===== config.mk =====
export PLATFORM = sky130hd
export DESIGN_NAME = alu_issue_queue
export DESIGN_NICKNAME = d
export VERILOG_FILES = /design/src/iq_pkg.sv /design/src/flush_if.sv /design/src/wakeup_if.sv /design/src/alu_issue_queue.sv /design/src/alu_issue_select.sv /design/src/alu_issue_entry.sv
export VERILOG_INCLUDE_DIRS = /design/src
export SDC_FILE = /design/constraint.sdc
export NUM_CORES = 1
export LEC_CHECK = 0
export ABC_AREA = 1
export BUFFER_PORTS_ARGS = -buffer_cell sky130_fd_sc_hd__buf_2
export CAP_MARGIN = 40
export CORE_UTILIZATION = 30
export DETAILED_ROUTE_END_ITERATION = 10
export PLACE_DENSITY_LB_ADDON = 0.05
export SKIP_CTS_REPAIR_TIMING = 1
export SLEW_MARGIN = 25
export SYNTH_ARGS = -nofsm -noshare
export SYNTH_HDL_FRONTEND = slang
export SYNTH_SLANG_ARGS = --single-unit

===== constraint.sdc =====
create_clock -name i_clk -period 12 [get_ports i_clk]
set_input_delay 1.2 -clock i_clk [delete_from_list [all_inputs] [get_ports i_clk]]
set_output_delay 1.2 -clock i_clk [all_outputs]
set_load 0.02 [all_outputs]

===== src/iq_defs.svh =====
/* sizing macros for the ALU issue queue
   include wherever queue depth, field widths or bus counts are needed */
`ifndef IQ_DEFS_SVH
`define IQ_DEFS_SVH

// queue and payload sizing
`define IQ_DEPTH      4
`define RNID_W        6
`define CMT_ID_W      5   // wraps, compare with is_younger
`define OP_W          4

// wakeup bus port counts
`define REL_BUS_SIZE  2   // early release ports
`define TGT_BUS_SIZE  2   // physical write ports

`endif

===== src/iq_pkg.sv =====
/* shared types of the ALU issue queue and the commit id age rule
   compile before the interfaces and modules that import it */
`default_nettype none
`include "iq_defs.svh"

package iq_pkg;

  typedef logic [`RNID_W-1:0]   rnid_t;
  typedef logic [`CMT_ID_W-1:0] cmt_id_t;

  typedef enum logic [1:0] {
    INIT,
    WAIT,
    ISSUED,
    SCHED_CLEAR
  } sched_state_t;

  // one source operand
  typedef struct packed {
    logic       valid;          // operand used
    logic       ready;          // value certain
    logic [1:0] predict_ready;  // [0] early hit cycle, [1] the cycle after
    rnid_t      rnid;
  } rd_reg_t;

  typedef struct packed {
    logic              valid;
    logic [`OP_W-1:0]  op;
    rnid_t             wr_rnid;
    cmt_id_t           cmt_id;
    rd_reg_t [1:0]     rd_regs;
  } iq_entry_t;

  // a younger than b when (a - b) mod 2^W is nonzero and below half the range
  function automatic logic is_younger(cmt_id_t a, cmt_id_t b);
    cmt_id_t diff;
    diff = a - b;
    return (diff != '0) && !diff[`CMT_ID_W-1];
  endfunction

endpackage

`default_nettype wire


===== src/flush_if.sv =====
/* flush notifications for the scheduler entries:
   commit flush clears everything, branch update kills younger entries */
`timescale 1ns/1ps
`default_nettype none

interface flush_if;
  import iq_pkg::*;

  logic    commit_flush;
  logic    br_update;
  logic    br_mispredict;
  cmt_id_t br_cmt_id;    // commit id of the resolved branch

  modport master (output commit_flush, br_update, br_mispredict, br_cmt_id);
  modport slave  (input  commit_flush, br_update, br_mispredict, br_cmt_id);

endinterface

`default_nettype wire


===== src/wakeup_if.sv =====
/* wakeup buses seen by every scheduler entry: early release,
   physical write-back and the mispredict notice, all single-cycle pulses */
`timescale 1ns/1ps
`default_nettype none
`include "iq_defs.svh"

interface wakeup_if;
  import iq_pkg::*;

  logic [`REL_BUS_SIZE-1:0] early_valid;
  rnid_t                    early_rnid [`REL_BUS_SIZE];
  logic [`REL_BUS_SIZE-1:0] early_may_mispred;  // prediction may still fail
  logic [`TGT_BUS_SIZE-1:0] phy_valid;
  rnid_t                    phy_rnid [`TGT_BUS_SIZE];
  logic                     mispred_valid;
  rnid_t                    mispred_rnid;

  modport master (output early_valid, early_rnid, early_may_mispred,
                  output phy_valid, phy_rnid, mispred_valid, mispred_rnid);
  modport slave  (input  early_valid, early_rnid, early_may_mispred,
                  input  phy_valid, phy_rnid, mispred_valid, mispred_rnid);

endinterface

`default_nettype wire


===== src/alu_issue_queue.sv =====
/* ALU issue queue top level: plain ports in, wakeup and flush buses
   bundled for the entries, one pick per cycle out */
`timescale 1ns/1ps
`default_nettype none
`include "iq_defs.svh"

module alu_issue_queue (
  input  wire                      i_clk,
  input  wire                      i_reset_n,
  input  wire                      i_put,
  input  wire iq_pkg::iq_entry_t   i_put_data,
  input  wire [`REL_BUS_SIZE-1:0]  i_early_valid,
  input  wire iq_pkg::rnid_t       i_early_rnid [`REL_BUS_SIZE],
  input  wire [`REL_BUS_SIZE-1:0]  i_early_may_mispred,
  input  wire [`TGT_BUS_SIZE-1:0]  i_phy_valid,
  input  wire iq_pkg::rnid_t       i_phy_rnid [`TGT_BUS_SIZE],
  input  wire                      i_mispred_valid,
  input  wire iq_pkg::rnid_t       i_mispred_rnid,
  input  wire                      i_commit_flush,
  input  wire                      i_br_update,
  input  wire                      i_br_mispredict,
  input  wire iq_pkg::cmt_id_t     i_br_cmt_id,
  output logic                     o_full,
  output logic                     o_issue_valid,
  output iq_pkg::iq_entry_t        o_issue_entry
);
  import iq_pkg::*;

  logic [`IQ_DEPTH-1:0] w_put_sel;
  logic [`IQ_DEPTH-1:0] w_picked;
  logic [`IQ_DEPTH-1:0] w_clear;
  logic [`IQ_DEPTH-1:0] w_valid;
  logic [`IQ_DEPTH-1:0] w_ready;
  logic [`IQ_DEPTH-1:0] w_succeeded;
  iq_entry_t            w_entries [`IQ_DEPTH];

  wakeup_if u_wk ();
  flush_if  u_fl ();

  // ----------------------------
  // bus bundling
  // ----------------------------
  assign u_wk.early_valid       = i_early_valid;
  assign u_wk.early_rnid        = i_early_rnid;
  assign u_wk.early_may_mispred = i_early_may_mispred;
  assign u_wk.phy_valid         = i_phy_valid;
  assign u_wk.phy_rnid          = i_phy_rnid;
  assign u_wk.mispred_valid     = i_mispred_valid;
  assign u_wk.mispred_rnid      = i_mispred_rnid;

  assign u_fl.commit_flush  = i_commit_flush;
  assign u_fl.br_update     = i_br_update;
  assign u_fl.br_mispredict = i_br_mispredict;
  assign u_fl.br_cmt_id     = i_br_cmt_id;

  // entry array
  for (genvar g = 0; g < `IQ_DEPTH; g++) begin : g_entry
    alu_issue_entry u_entry (
      .i_clk             (i_clk),
      .i_reset_n         (i_reset_n),
      .i_put             (w_put_sel[g]),
      .i_put_data        (i_put_data),
      .i_entry_picked    (w_picked[g]),
      .i_clear_entry     (w_clear[g]),
      .wk_if             (u_wk),
      .fl_if             (u_fl),
      .o_entry_valid     (w_valid[g]),
      .o_entry_ready     (w_ready[g]),
      .o_entry           (w_entries[g]),
      .o_issue_succeeded (w_succeeded[g])
    );
  end

  alu_issue_select u_select (
    .i_clk             (i_clk),
    .i_reset_n         (i_reset_n),
    .i_put             (i_put),
    .i_valid           (w_valid),
    .i_ready           (w_ready),
    .i_issue_succeeded (w_succeeded),
    .i_entries         (w_entries),
    .o_put_sel         (w_put_sel),
    .o_picked          (w_picked),
    .o_clear           (w_clear),
    .o_full            (o_full),
    .o_issue_valid     (o_issue_valid),
    .o_issue_entry     (o_issue_entry)
  );

endmodule

`default_nettype wire


===== src/alu_issue_select.sv =====
/* slot allocation, oldest-ready pick and clear strobes for the entry array;
   also keeps the registered full flag */
`timescale 1ns/1ps
`default_nettype none
`include "iq_defs.svh"

module alu_issue_select (
  input  wire                    i_clk,
  input  wire                    i_reset_n,
  input  wire                    i_put,
  input  wire [`IQ_DEPTH-1:0]    i_valid,
  input  wire [`IQ_DEPTH-1:0]    i_ready,
  input  wire [`IQ_DEPTH-1:0]    i_issue_succeeded,
  input  wire iq_pkg::iq_entry_t i_entries [`IQ_DEPTH],
  output logic [`IQ_DEPTH-1:0]   o_put_sel,
  output logic [`IQ_DEPTH-1:0]   o_picked,
  output logic [`IQ_DEPTH-1:0]   o_clear,
  output logic                   o_full,
  output logic                   o_issue_valid,
  output iq_pkg::iq_entry_t      o_issue_entry
);
  import iq_pkg::*;

  localparam int IDX_W = $clog2(`IQ_DEPTH);

  logic [IDX_W-1:0]     w_pick_idx;
  logic [`IQ_DEPTH-1:0] w_valid_next;

  // lowest free slot takes the put
  always_comb begin
    o_put_sel = '0;
    for (int i = `IQ_DEPTH - 1; i >= 0; i--) begin
      if (!i_valid[i]) begin
        o_put_sel    = '0;
        o_put_sel[i] = i_put;
      end
    end
  end

  // ----------------------------
  // oldest ready by commit id
  // ----------------------------
  always_comb begin
    w_pick_idx    = '0;
    o_issue_valid = 1'b0;
    for (int i = 0; i < `IQ_DEPTH; i++) begin
      if (i_ready[i] &&
          (!o_issue_valid || is_younger(i_entries[w_pick_idx].cmt_id, i_entries[i].cmt_id))) begin
        w_pick_idx    = IDX_W'(i);
        o_issue_valid = 1'b1;
      end
    end
  end

  assign o_picked      = {{(`IQ_DEPTH-1){1'b0}}, o_issue_valid} << w_pick_idx;
  assign o_issue_entry = i_entries[w_pick_idx];
  assign o_clear       = i_issue_succeeded;   // every slot in SCHED_CLEAR

  // full once no slot returns to INIT
  assign w_valid_next = (i_valid & ~o_clear) | o_put_sel;

  always_ff @(posedge i_clk or negedge i_reset_n) begin
    if (!i_reset_n) begin
      o_full <= 1'b0;
    end else begin
      o_full <= &w_valid_next;
    end
  end

endmodule

`default_nettype wire


===== src/alu_issue_entry.sv =====
/* one ALU scheduler slot: operand wakeup, speculative predict window,
   issue state machine and flush detection; instantiated IQ_DEPTH times */
`timescale 1ns/1ps
`default_nettype none
`include "iq_defs.svh"

module alu_issue_entry (
  input  wire                    i_clk,
  input  wire                    i_reset_n,
  input  wire                    i_put,
  input  wire iq_pkg::iq_entry_t i_put_data,
  input  wire                    i_entry_picked,
  input  wire                    i_clear_entry,
  wakeup_if.slave                wk_if,
  flush_if.slave                 fl_if,
  output logic                   o_entry_valid,
  output logic                   o_entry_ready,
  output iq_pkg::iq_entry_t      o_entry,
  output logic                   o_issue_succeeded
);
  import iq_pkg::*;

  localparam int NUM_RS = 2;

  iq_entry_t    r_entry;
  iq_entry_t    w_entry_next;
  sched_state_t r_state;
  sched_state_t w_state_next;

  logic [NUM_RS-1:0] w_rel_hit;
  logic [NUM_RS-1:0] w_rel_may_mispred;
  logic [NUM_RS-1:0] w_phy_hit;
  logic [NUM_RS-1:0] w_mispred_hit;
  logic [NUM_RS-1:0] w_pred_mispred;
  logic              w_any_pred_mispred;
  logic              w_all_ready;
  logic              w_entry_flush;
  logic              w_put_flush;

  // ----------------------------
  // operand wakeup
  // ----------------------------
  always_comb begin
    for (int rs = 0; rs < NUM_RS; rs++) begin
      w_rel_hit[rs]         = 1'b0;
      w_rel_may_mispred[rs] = 1'b0;
      w_phy_hit[rs]         = 1'b0;
      for (int p = 0; p < `REL_BUS_SIZE; p++) begin
        if (wk_if.early_valid[p] && (wk_if.early_rnid[p] == r_entry.rd_regs[rs].rnid)) begin
          w_rel_hit[rs]         = r_entry.rd_regs[rs].valid;
          w_rel_may_mispred[rs] = wk_if.early_may_mispred[p];
        end
      end
      for (int p = 0; p < `TGT_BUS_SIZE; p++) begin
        if (wk_if.phy_valid[p] && (wk_if.phy_rnid[p] == r_entry.rd_regs[rs].rnid)) begin
          w_phy_hit[rs] = r_entry.rd_regs[rs].valid;
        end
      end
      w_mispred_hit[rs] = r_entry.rd_regs[rs].valid & wk_if.mispred_valid &
                          (wk_if.mispred_rnid == r_entry.rd_regs[rs].rnid);
      w_pred_mispred[rs] = w_mispred_hit[rs] & (|r_entry.rd_regs[rs].predict_ready);
    end
  end

  assign w_any_pred_mispred = |w_pred_mispred;

  // every used operand certain or inside its predict window
  always_comb begin
    w_all_ready = 1'b1;
    for (int rs = 0; rs < NUM_RS; rs++) begin
      if (r_entry.rd_regs[rs].valid &&
          !(r_entry.rd_regs[rs].ready || (|r_entry.rd_regs[rs].predict_ready))) begin
        w_all_ready = 1'b0;
      end
    end
  end

  // ----------------------------
  // flush detection
  // ----------------------------
  assign w_entry_flush = r_entry.valid &
                         (fl_if.commit_flush |
                          (fl_if.br_update & fl_if.br_mispredict &
                           is_younger(r_entry.cmt_id, fl_if.br_cmt_id)));

  // the entry being put can die in the same cycle
  assign w_put_flush = i_put &
                       (fl_if.commit_flush |
                        (fl_if.br_update & fl_if.br_mispredict &
                         is_younger(i_put_data.cmt_id, fl_if.br_cmt_id)));

  // ----------------------------
  // state machine
  // ----------------------------
  always_comb begin
    w_state_next = r_state;
    w_entry_next = r_entry;

    for (int rs = 0; rs < NUM_RS; rs++) begin
      w_entry_next.rd_regs[rs].ready = r_entry.rd_regs[rs].ready | w_phy_hit[rs] |
                                       (w_rel_hit[rs] & ~w_rel_may_mispred[rs]);
      w_entry_next.rd_regs[rs].predict_ready[0] = w_rel_hit[rs];
      w_entry_next.rd_regs[rs].predict_ready[1] = r_entry.rd_regs[rs].predict_ready[0] &
                                                  ~w_mispred_hit[rs];
    end

    case (r_state)
      INIT: begin
        if (i_put) begin
          w_entry_next       = i_put_data;
          w_entry_next.valid = 1'b1;
          w_state_next       = w_put_flush ? SCHED_CLEAR : WAIT;
        end
      end
      WAIT: begin
        if (w_entry_flush) begin
          w_state_next = SCHED_CLEAR;   // dead
        end else if (o_entry_ready && i_entry_picked) begin
          w_state_next = ISSUED;
        end
      end
      ISSUED: begin
        if (w_entry_flush) begin
          w_state_next = SCHED_CLEAR;
        end else if (w_any_pred_mispred) begin
          // speculative wakeup failed, wait for the real write
          w_state_next = WAIT;
          for (int rs = 0; rs < NUM_RS; rs++) begin
            w_entry_next.rd_regs[rs].predict_ready = 2'b00;
          end
        end else begin
          w_state_next = SCHED_CLEAR;
        end
      end
      SCHED_CLEAR: begin
        if (i_clear_entry) begin
          w_state_next       = INIT;
          w_entry_next.valid = 1'b0;
        end
      end
    endcase
  end

  always_ff @(posedge i_clk or negedge i_reset_n) begin
    if (!i_reset_n) begin
      r_state <= INIT;
      r_entry <= '0;
    end else begin
      r_state <= w_state_next;
      r_entry <= w_entry_next;
    end
  end

  assign o_entry_valid     = r_entry.valid;
  assign o_entry_ready     = r_entry.valid & (r_state == WAIT) & w_all_ready &
                             ~w_any_pred_mispred & ~w_entry_flush;
  assign o_entry           = r_entry;
  assign o_issue_succeeded = (r_state == SCHED_CLEAR);  // finished or dead

endmodule

`default_nettype wire


==> results of run 1 <==
-- metrics by stage --
stage                     util, %  hold WS [ns]
after floorplan                 -         0.495
after global placement       32.6         0.518
after detailed placement     32.7         0.528
after CTS                    34.3         0.546
after global routing         34.4         0.555
final                        34.4         0.536
-- layer usage --
layer / share of wire, % / vias to the layer above / track usage [%]
li1: - / 6036 / -
met1: 48 / 6170 / 37.3
met2: 43 / 529 / 39.2
met4: 2.2 / 4 / 8.46
met3: 6.8 / 82 / 5.14
met5: 0.043 / - / 0
-- cells in the mapped netlist, types with 2 or more instances --
library cell,n,area (um^2)
o21ai_1,4,20.0
clkbuf_2,3,15.0
nand3b_1,2,15.0
nand3_1,149,746
and3_1,2,12.5
a2111oi_0,18,158
nand2_2,5,31.3
a211oi_1,2,15.0
a21o_1,5,37.5
o21ai_0,156,781
nand4_1,12,75.1
ha_1,32,400
buf_4,12,90.1
o2111ai_1,13,114
xnor2_1,23,201
nand2_8,2,40.0
inv_1,220,826
nor3_1,14,70.1
clkinv_1,10,37.5
o221ai_1,9,78.8
a32oi_1,2,17.5
xor2_1,46,403
o31ai_1,3,22.5
a221oi_1,24,210
clkbuf_1,62,233
buf_8,2,30.0
buf_6,6,67.6
nand3_2,22,220
o21bai_1,5,37.5
buf_1,3,11.3
nor2_1,62,233
nor4_1,15,93.8
dfrtp_1,153,3830
o41ai_1,2,17.5
o32ai_1,2,17.5
a41oi_1,4,35.0
nand2_1,434,1630
buf_2,15,75.1
o211ai_1,13,97.6
o22ai_1,90,563
a31oi_1,12,75.1
a22oi_1,3,22.5
inv_2,13,48.8
a21oi_1,47,235
-- worst min path at each step --
stage                                                end  slack [ns]
after floorplan           g_entry[0].u_entry.o_entry[21]        0.49
after global placement    g_entry[3].u_entry.o_entry[33]        0.52
after detailed placement  g_entry[1].u_entry.o_entry[30]        0.53
after CTS                 g_entry[0].u_entry.o_entry[25]        0.55
after global routing      g_entry[0].u_entry.o_entry[25]        0.56
final                     g_entry[3].u_entry.o_entry[33]        0.54
-- power by group through the flow --
stage	logic, mW	registers, mW	clock network, mW
after CTS	1.19	0.786	0.620
after global placement	1.18	0.798	0
final	1.19	0.796	0.599
after detailed placement	1.19	0.793	0
after global routing	1.33	0.809	0.638
after floorplan	0.880	0.708	0
-- critical path, delay by kind of cell --
| kind | cells | cell delay [ns] |
|---|---|---|
| AOI/OAI and AO/OA | 9 | 1.74 |
| xor gates and xnor gates | 2 | 0.43 |
| adders and majority gates | 3 | 0.95 |
| buffers and inverters | 7 | 1.17 |
| and+or+nand+nor | 21 | 2.38 |
-- sequential cells by signal (all words and copies together), names as in the netlist --
signal	count
u_select.o_full	1
g_entry.u_entry.o_entry	140
g_entry.u_entry.o_entry_valid	4
g_entry.u_entry.r_state	8
-- final cells by class --
type | instances | share of cell area [%]
multi-input cells | 1248 | 50.2
flip-flops and latches | 153 | 28.0
inverters | 244 | 6.74
repair buffers | 139 | 5.75
well taps | 525 | 4.80
clock buffers | 20 | 3.26
clock inverters | 11 | 1.26
-- cells by family after synthesis --
group	count (synthesis)	synth area share, %
xor gates and xnor gates	69	4.98
adders and majority gates	32	3.30
and+or+nand+nor	726	26.6
AOI/OAI and AO/OA	421	21.6
DFF	153	31.6
buffers and inverters	347	11.9
==> flow_metrics.env, run 1 <==
export IMPL_swShare_pct=45.7
export IMPL_stdcell_count=2340
export IMPL_finalWirelength_um=52900
export IMPL_clk_path_buf_depth=2
export IMPL_p_total_mw=2.59
export IMPL_core_mm2=0.0398
export IMPL_rsz0062_at_grt="false"
export IMPL_reg2reg_slack_ns=5.44
export IMPL_combPwrFrac_pct=46.1
export IMPL_dpl_worst_slack_ns=2.75
export IMPL_crit_type="input port to output pin"
export IMPL_tns_ns=0
export IMPL_placed_cells=2307
export IMPL_initial_utilization_pct=30.4
export IMPL_power_internal_mw=1.40
export IMPL_boundaryPins=122
export IMPL_seq_area_frac_synth_pct=31.6
export IMPL_worstHoldPathType="register to register"
export IMPL_critPathCaptureType="output pin"
export IMPL_drv_slew=0
export IMPL_multi_input_area_mm2=0.00688
export IMPL_final_seq_area_mm2=0.00383
export IMPL_nNetsFinal=1919
export IMPL_final_cell_mix="nand2_1, inv_1, o21ai_0"
export IMPL_cpMostUsedCell="nand2_1"
export IMPL_ant_nets=0
export IMPL_final_common_cell="nand2_1"
export IMPL_setup_viol=0
export IMPL_drive_above_1_share_pct=11.9
export IMPL_fin_crit_sh_pct=76.3
export IMPL_grt_use_total_pct=26.1
export IMPL_ys_flop_type="dfrtp_1"
export IMPL_grt_pass1_vias=12100
export IMPL_cp_required_ns=10.80
export IMPL_p_per_area_mw_per_mm2=189
export IMPL_reg2reg_from="g_entry[0].u_entry.o_entry[22]"
export IMPL_numCtsBuffers=17
export IMPL_numPortBuffers=120
export IMPL_netlist_area_mm2=0.0121
export IMPL_ff2ff_path_depth=36
export IMPL_async_reset_ff_share_pct=100
export IMPL_cp_startpoint="i_br_cmt_id[1]"
export IMPL_relSlewSlack_pct=36.9
export IMPL_grt_max_degree=61
export IMPL_p_sw_mw=1.18
export IMPL_drt_first_iter_violations=1084
export IMPL_synth_area_per_cell_um2=6.94
export IMPL_postPlaceCellArea_mm2=0.0130
export IMPL_ys_types=59
export IMPL_hpwlAfterDp_um=39300
export IMPL_area_growth_pct=13.0
export IMPL_grt_overflow=0
export IMPL_avgViaCountPerCell=5.48
export IMPL_clock_latency_ns=0.49
export IMPL_cp_max_fo=35
export IMPL_cts_root_buf="clkbuf_16"
export IMPL_dieArea_mm2=0.0412
export IMPL_fmax_mhz=109
export IMPL_pwr_share_seq_pct=30.8
export IMPL_grt_pass1_wl_um=79000
export IMPL_tightest_slew_ns=0.935
export IMPL_p_clk_share_pct=23.2
export IMPL_diodes=0
export IMPL_slowest_delay_ns=0.42
export IMPL_path_clk_slew_ns=0.06
export IMPL_cts_tree="yes"
export IMPL_peakVddDrop_uv=111
export IMPL_gp_congestion=0.966
export IMPL_syn_num_nets=1864
export IMPL_firstDrtPassIters=5
export IMPL_worstPathArrival_ns=7.96
export IMPL_via_count=12800
export IMPL_min_from="g_entry[3].u_entry.o_entry[33]"
export IMPL_cap_violations=0
export IMPL_remaining_drc_errors=0
export IMPL_syn_inst=1748
export IMPL_die_w_um=203
export IMPL_cts_sinks=153
export IMPL_dieHeight_um=203
export IMPL_cts_max_level=4
export IMPL_cp_endpoint="o_issue_entry[12]"
export IMPL_startpoint_type="input port"
export IMPL_outcome="complete, no violations"
export IMPL_row_count=73
export IMPL_fin_ws_ns=2.84
export IMPL_finalCriticalPeriod_ns=9.16
export IMPL_hold_viol=0
export IMPL_final_cell_area_mm2=0.0137
export IMPL_yosysWarnings=0
export IMPL_ys_ff_latch=153
export IMPL_leakage_nw=6.49
export IMPL_crit_slowest_cell="o21ai_0"
export IMPL_synth_edff_count=0
export IMPL_fill_cells=4456
export IMPL_reg2reg_to="g_entry[1].u_entry.r_state[0]"
export IMPL_fin_skew_ns=0.00788
export IMPL_wl_per_cell_um=22.6
export IMPL_hold_depth=2
export IMPL_antenna_found_initial=2
(Power assumes the default switching activity.)
==> inputs of run 2 (changes only) <==
clock period = 9.2 ns   (was 12 ns; I/O delays follow)
==> run 2 against run 1 <==
Design area down 0.46%. Global-route usage down 0.099 points. Clock skew up 0.0057 ns. Routed wire length up 0.30%. Sequential share of layout area up 0.13 points. Die area unchanged. Combinational power up 32%. Highest routed layer unchanged. Largest power group unchanged. Core utilization down 0.16 points. Critical path depth down 1. Critical path type unchanged. Largest cell class unchanged. Clock-buffer cell count up 4.
==> flow_metrics.env, run 2 (synthesis results as in run 1) <==
export IMPL_hold_viol=0
export IMPL_nNetsFinal=1918
export IMPL_p_per_area_mw_per_mm2=243
export IMPL_combPwrFrac_pct=47.3
export IMPL_drv_slew=0
export IMPL_p_sw_mw=1.55
export IMPL_hold_slack_ns=0.376
export IMPL_numCtsBuffers=17
export IMPL_fin_crit_sh_pct=92.7
export IMPL_peakVddDrop_uv=148
export IMPL_gp_congestion=0.947
export IMPL_tns_ns=0
export IMPL_grt_use_total_pct=26.0
export IMPL_finalWirelength_um=53000
export IMPL_hpwlAfterDp_um=38900
export IMPL_initial_utilization_pct=30.4
export IMPL_cp_required_ns=8.28
export IMPL_area_growth_pct=12.5
export IMPL_critPathCaptureType="output pin"
export IMPL_fmax_mhz=117
export IMPL_dieArea_mm2=0.0412
export IMPL_core_mm2=0.0398
export IMPL_ant_nets=0
export IMPL_worstPathArrival_ns=7.60
export IMPL_cts_sinks=153
export IMPL_largest_register_ffs=140
export IMPL_power_internal_mw=1.77
export IMPL_final_common_cell="nand2_1"
export IMPL_drive_above_1_share_pct=11.8
export IMPL_clk_path_buf_depth=2
export IMPL_firstDrtPassIters=9
export IMPL_diodes=0
export IMPL_cts_max_level=4
export IMPL_drt_first_iter_violations=1174
export IMPL_via_count=12800
export IMPL_worstHoldPathType="input port to async pin"
export IMPL_remaining_drc_errors=0
export IMPL_cp_max_fo=45
export IMPL_p_clk_share_pct=21.4
export IMPL_cap_violations=0
export IMPL_setup_viol=0
export IMPL_boundaryPins=122
export IMPL_grt_pass1_vias=12000
export IMPL_slowest_delay_ns=0.46
export IMPL_tightest_slew_ns=0.927
export IMPL_cts_tree="yes"
export IMPL_wl_per_cell_um=22.7
export IMPL_path_clk_slew_ns=0.06
export IMPL_swShare_pct=46.6
export IMPL_cts_root_buf="clkbuf_16"
export IMPL_outcome="complete, no violations"
export IMPL_numPortBuffers=120
export IMPL_clock_latency_ns=0.49
export IMPL_rsz0062_at_grt="false"
export IMPL_startpoint_type="input port"
export IMPL_crit_slowest_cell="o21ai_0"
export IMPL_cpMostUsedCell="nand2_1"
export IMPL_pwr_share_seq_pct=31.3
export IMPL_final_cell_mix="nand2_1, inv_1, o21ai_0"
export IMPL_avgViaCountPerCell=5.47
export IMPL_grt_pass1_wl_um=78500
export IMPL_fin_skew_ns=0.0136
export IMPL_row_count=73
export IMPL_crit_type="input port to output pin"
export IMPL_final_cell_area_mm2=0.0136
export IMPL_dieHeight_um=203
export IMPL_grt_max_degree=61
export IMPL_die_w_um=203
export IMPL_grt_overflow=0
export IMPL_relSlewSlack_pct=37.4
export IMPL_finalCriticalPeriod_ns=8.52
export IMPL_leakage_nw=6.49
export IMPL_postPlaceCellArea_mm2=0.0130
export IMPL_antenna_found_initial=1
## run 2: stage by stage
stage	utilization, %	cells	power (mW)	setup slack, ns
6_report	34.2	2338	3.32	0.676
5_1_grt	34.2	2338	3.55	0.0742
4_1_cts	34.2	2336	3.32	0.576
3_5_place_dp	32.8	2306	2.59	0.610
3_3_place_gp	32.6	2300	2.58	0.653
2_1_floorplan	-	1748	2.07	2.29
## run 2: area by class of cell
cell class	count	area, um^2
Clock inverter	6	65.1
Multi-Input combinational cell	1249	6890
Clock buffer	24	492
Sequential cell	153	3830
Tap cell	525	657
Inverter	244	928
Fill cell	4488	26200
Timing Repair Buffer	137	769
## run 2: power groups by stage
stage | clock [mW] | sequential, mW | combinational (mW)
2_1_floorplan | 0 | 0.924 | 1.15
4_1_cts | 0.734 | 1.03 | 1.56
3_3_place_gp | 0 | 1.04 | 1.54
3_5_place_dp | 0 | 1.04 | 1.55
5_1_grt | 0.760 | 1.05 | 1.74
6_report | 0.709 | 1.04 | 1.57
## run 2: worst paths after layout
path | slack [ns] | cells past startpoint | start | endpoint
worst max-delay path | 0.68 | 41 | i_br_cmt_id[1] | o_issue_entry[5]
worst min-delay path | 0.38 | 1 | i_reset_n | g_entry[1].u_entry.o_entry[29]
worst max register to register | 2.56 | 38 | g_entry[1].u_entry.o_entry[20] | g_entry[0].u_entry.r_state[0]
worst min register to register | 0.54 | 2 | g_entry[1].u_entry.o_entry[29] | g_entry[1].u_entry.o_entry[29]
max in group asynchronous | 7.75 | 3 | i_reset_n | g_entry[2].u_entry.o_entry[5]
min in group i_clk | 0.54 | 2 | g_entry[1].u_entry.o_entry[29] | g_entry[1].u_entry.o_entry[29]
## run 2: layer usage
metal,wire length [um],track usage [%],up-vias
met3,3990,5.71,78
li1,-,-,6047
met1,25200,37.4,6108
met4,1140,8.03,2
met5,13,0,-
met2,22600,38.5,545
## run 2: critical path, delay by kind of cell
family | cells | cell delay, ns
simple gates | 22 | 2.48
compound gates | 8 | 1.72
fa+ha+maj | 3 | 0.96
buf+inv | 6 | 1.04
xor+xnor | 2 | 0.42
==> inputs of run 3 (changes only) <==
REMOVE_ABC_BUFFERS = 1   (was default)
==> run 3 against run 2 <==
Critical endpoint is now o_issue_entry[13]. Die area unchanged. Highest routed layer is now met4. Design area increased by 0.73%. Power increased by 2.9%. Setup slack improved by 0.26 ns. Maximum frequency increased by 3.2%. Non-clock buffer count increased by 1. Combinational power about the same. Sequential power about the same. Register-to-register slack improved by 0.22 ns. Cell count about the same. Core utilization increased by 0.25 points. Flip-flop and latch count unchanged.
==> flow_metrics.env, run 3 (synthesis results as in run 1) <==
export IMPL_dieArea_mm2=0.0412
export IMPL_grt_overflow=0
export IMPL_via_count=12700
export IMPL_antenna_found_initial=0
export IMPL_numCtsBuffers=17
export IMPL_dieHeight_um=203
export IMPL_final_common_cell="nand2_1"
export IMPL_fin_ws_ns=0.938
export IMPL_cts_sinks=153
export IMPL_worstHoldPathType="input port to async pin"
export IMPL_grt_use_total_pct=25.5
export IMPL_wl_per_cell_um=22.3
export IMPL_tns_ns=0
export IMPL_peakVddDrop_uv=119
export IMPL_core_mm2=0.0398
export IMPL_hold_viol=0
export IMPL_rsz0062_at_grt="false"
export IMPL_remaining_drc_errors=0
export IMPL_final_cell_mix="nand2_1, inv_1, o21ai_0"
export IMPL_crit_type="input port to output pin"
export IMPL_avgViaCountPerCell=5.44
export IMPL_fmax_mhz=121
export IMPL_fill_cells=4439
export IMPL_diodes=0
export IMPL_fin_crit_sh_pct=89.8
export IMPL_setup_viol=0
export IMPL_cts_tree="yes"
export IMPL_fin_skew_ns=0.00829
export IMPL_leakage_nw=6.54
export IMPL_die_w_um=203
export IMPL_cp_required_ns=8.28
export IMPL_finalWirelength_um=52300
export IMPL_finalCriticalPeriod_ns=8.26
export IMPL_row_count=73
export IMPL_cpMostUsedCell="nand2_1"
export IMPL_cp_max_fo=43
export IMPL_drt_first_iter_violations=1132
export IMPL_dpl_worst_slack_ns=0.880
export IMPL_area_growth_pct=13.3
export IMPL_numPortBuffers=120
export IMPL_p_per_area_mw_per_mm2=248
export IMPL_drive_above_1_share_pct=12.0
export IMPL_cts_root_buf="clkbuf_16"
export IMPL_critPathCaptureType="output pin"
export IMPL_cap_violations=0
export IMPL_grt_max_degree=61
export IMPL_slowest_delay_ns=0.50
export IMPL_worstPathArrival_ns=7.34
export IMPL_boundaryPins=122
export IMPL_largest_register_ffs=140
export IMPL_cts_max_level=4
export IMPL_grt_pass1_wl_um=77800
export IMPL_startpoint_type="input port"
export IMPL_outcome="complete, no violations"
export IMPL_grt_pass1_vias=11900
export IMPL_path_clk_slew_ns=0.07
export IMPL_firstDrtPassIters=5
export IMPL_crit_slowest_cell="o21ai_0"
export IMPL_tightest_slew_ns=0.980
export IMPL_nNetsFinal=1918
export IMPL_relSlewSlack_pct=33.0
export IMPL_gp_congestion=0.947
export IMPL_clock_latency_ns=0.46
export IMPL_initial_utilization_pct=30.4
export IMPL_ant_nets=0
export IMPL_drv_slew=0
export IMPL_clk_path_buf_depth=2
export IMPL_hpwlAfterDp_um=38300
## run 3: power breakdown
part	total, mW	internal [mW]	leakage, nW	switching [mW]
clock network	0.820	0.486	0.308	0.334
registers	1.03	0.828	1.67	0.203
logic	1.56	0.546	4.57	1.02
total	3.41	1.86	6.54	1.55
## run 3: layer usage
layer	up-vias	routed length, um	share of wire (%)	GRT usage (%)
li1	6043	-	-	-
met1	6127	25100	48	36.8
met2	500	23400	45	39.8
met3	68	2780	5.3	3.21
met4	0	987	1.9	7.09
met5	-	0	0	0
## run 3: critical path: cells and delay by family
| kind | cells | cell delay, ns |
|---|---|---|
| AO/OA/AOI/OAI | 10 | 2.03 |
| AND/OR/NAND/NOR | 18 | 1.91 |
| buffers and inverters | 6 | 1.03 |
| adder cells (fa/ha/maj) | 3 | 0.98 |
| XOR/XNOR | 2 | 0.40 |
## run 3: final timing paths
path / from / to / slack, ns / cells after the start
setup / recovery: i_br_cmt_id[2] / o_issue_entry[13] / 0.94 / 39
hold / removal: i_reset_n / g_entry[2].u_entry.o_entry[7] / 0.38 / 1
setup reg to reg: g_entry[0].u_entry.o_entry[15] / g_entry[2].u_entry.r_state[1] / 2.78 / 35
hold reg to reg: g_entry[1].u_entry.o_entry[25] / g_entry[1].u_entry.o_entry[25] / 0.54 / 2
max in group asynchronous: i_reset_n / g_entry[3].u_entry.o_entry[11] / 7.46 / 4
min in group i_clk: g_entry[1].u_entry.o_entry[25] / g_entry[1].u_entry.o_entry[25] / 0.54 / 2
## run 3: area by class of cell
| class | instances | area [um^2] | area share, % |
|---|---|---|---|
| Tap cell | 525 | 657 | 4.78 |
| Inverter | 244 | 923 | 6.72 |
| Clock buffer | 19 | 433 | 3.15 |
| Multi-Input combinational cell | 1248 | 6880 | 50.1 |
| Clock inverter | 13 | 218 | 1.59 |
| Sequential cell | 153 | 3830 | 27.9 |
| Timing Repair Buffer | 138 | 795 | 5.78 |
## run 3: through the flow
| stage | power [mW] | hold slack, ns | cells | utilization, % | instance area, um^2 |
|---|---|---|---|---|---|
| after global placement | 2.59 | 0.518 | 2301 | 32.6 | 13000 |
| after global routing | 3.65 | 0.402 | 2340 | 34.5 | 13700 |
| after detailed placement | 2.60 | 0.527 | 2306 | 32.8 | 13100 |
| after CTS | 3.43 | 0.384 | 2338 | 34.4 | 13700 |
| after floorplan | 2.02 | 0.495 | 1645 | - | 11600 |
| final | 3.41 | 0.376 | 2340 | 34.5 | 13700 |
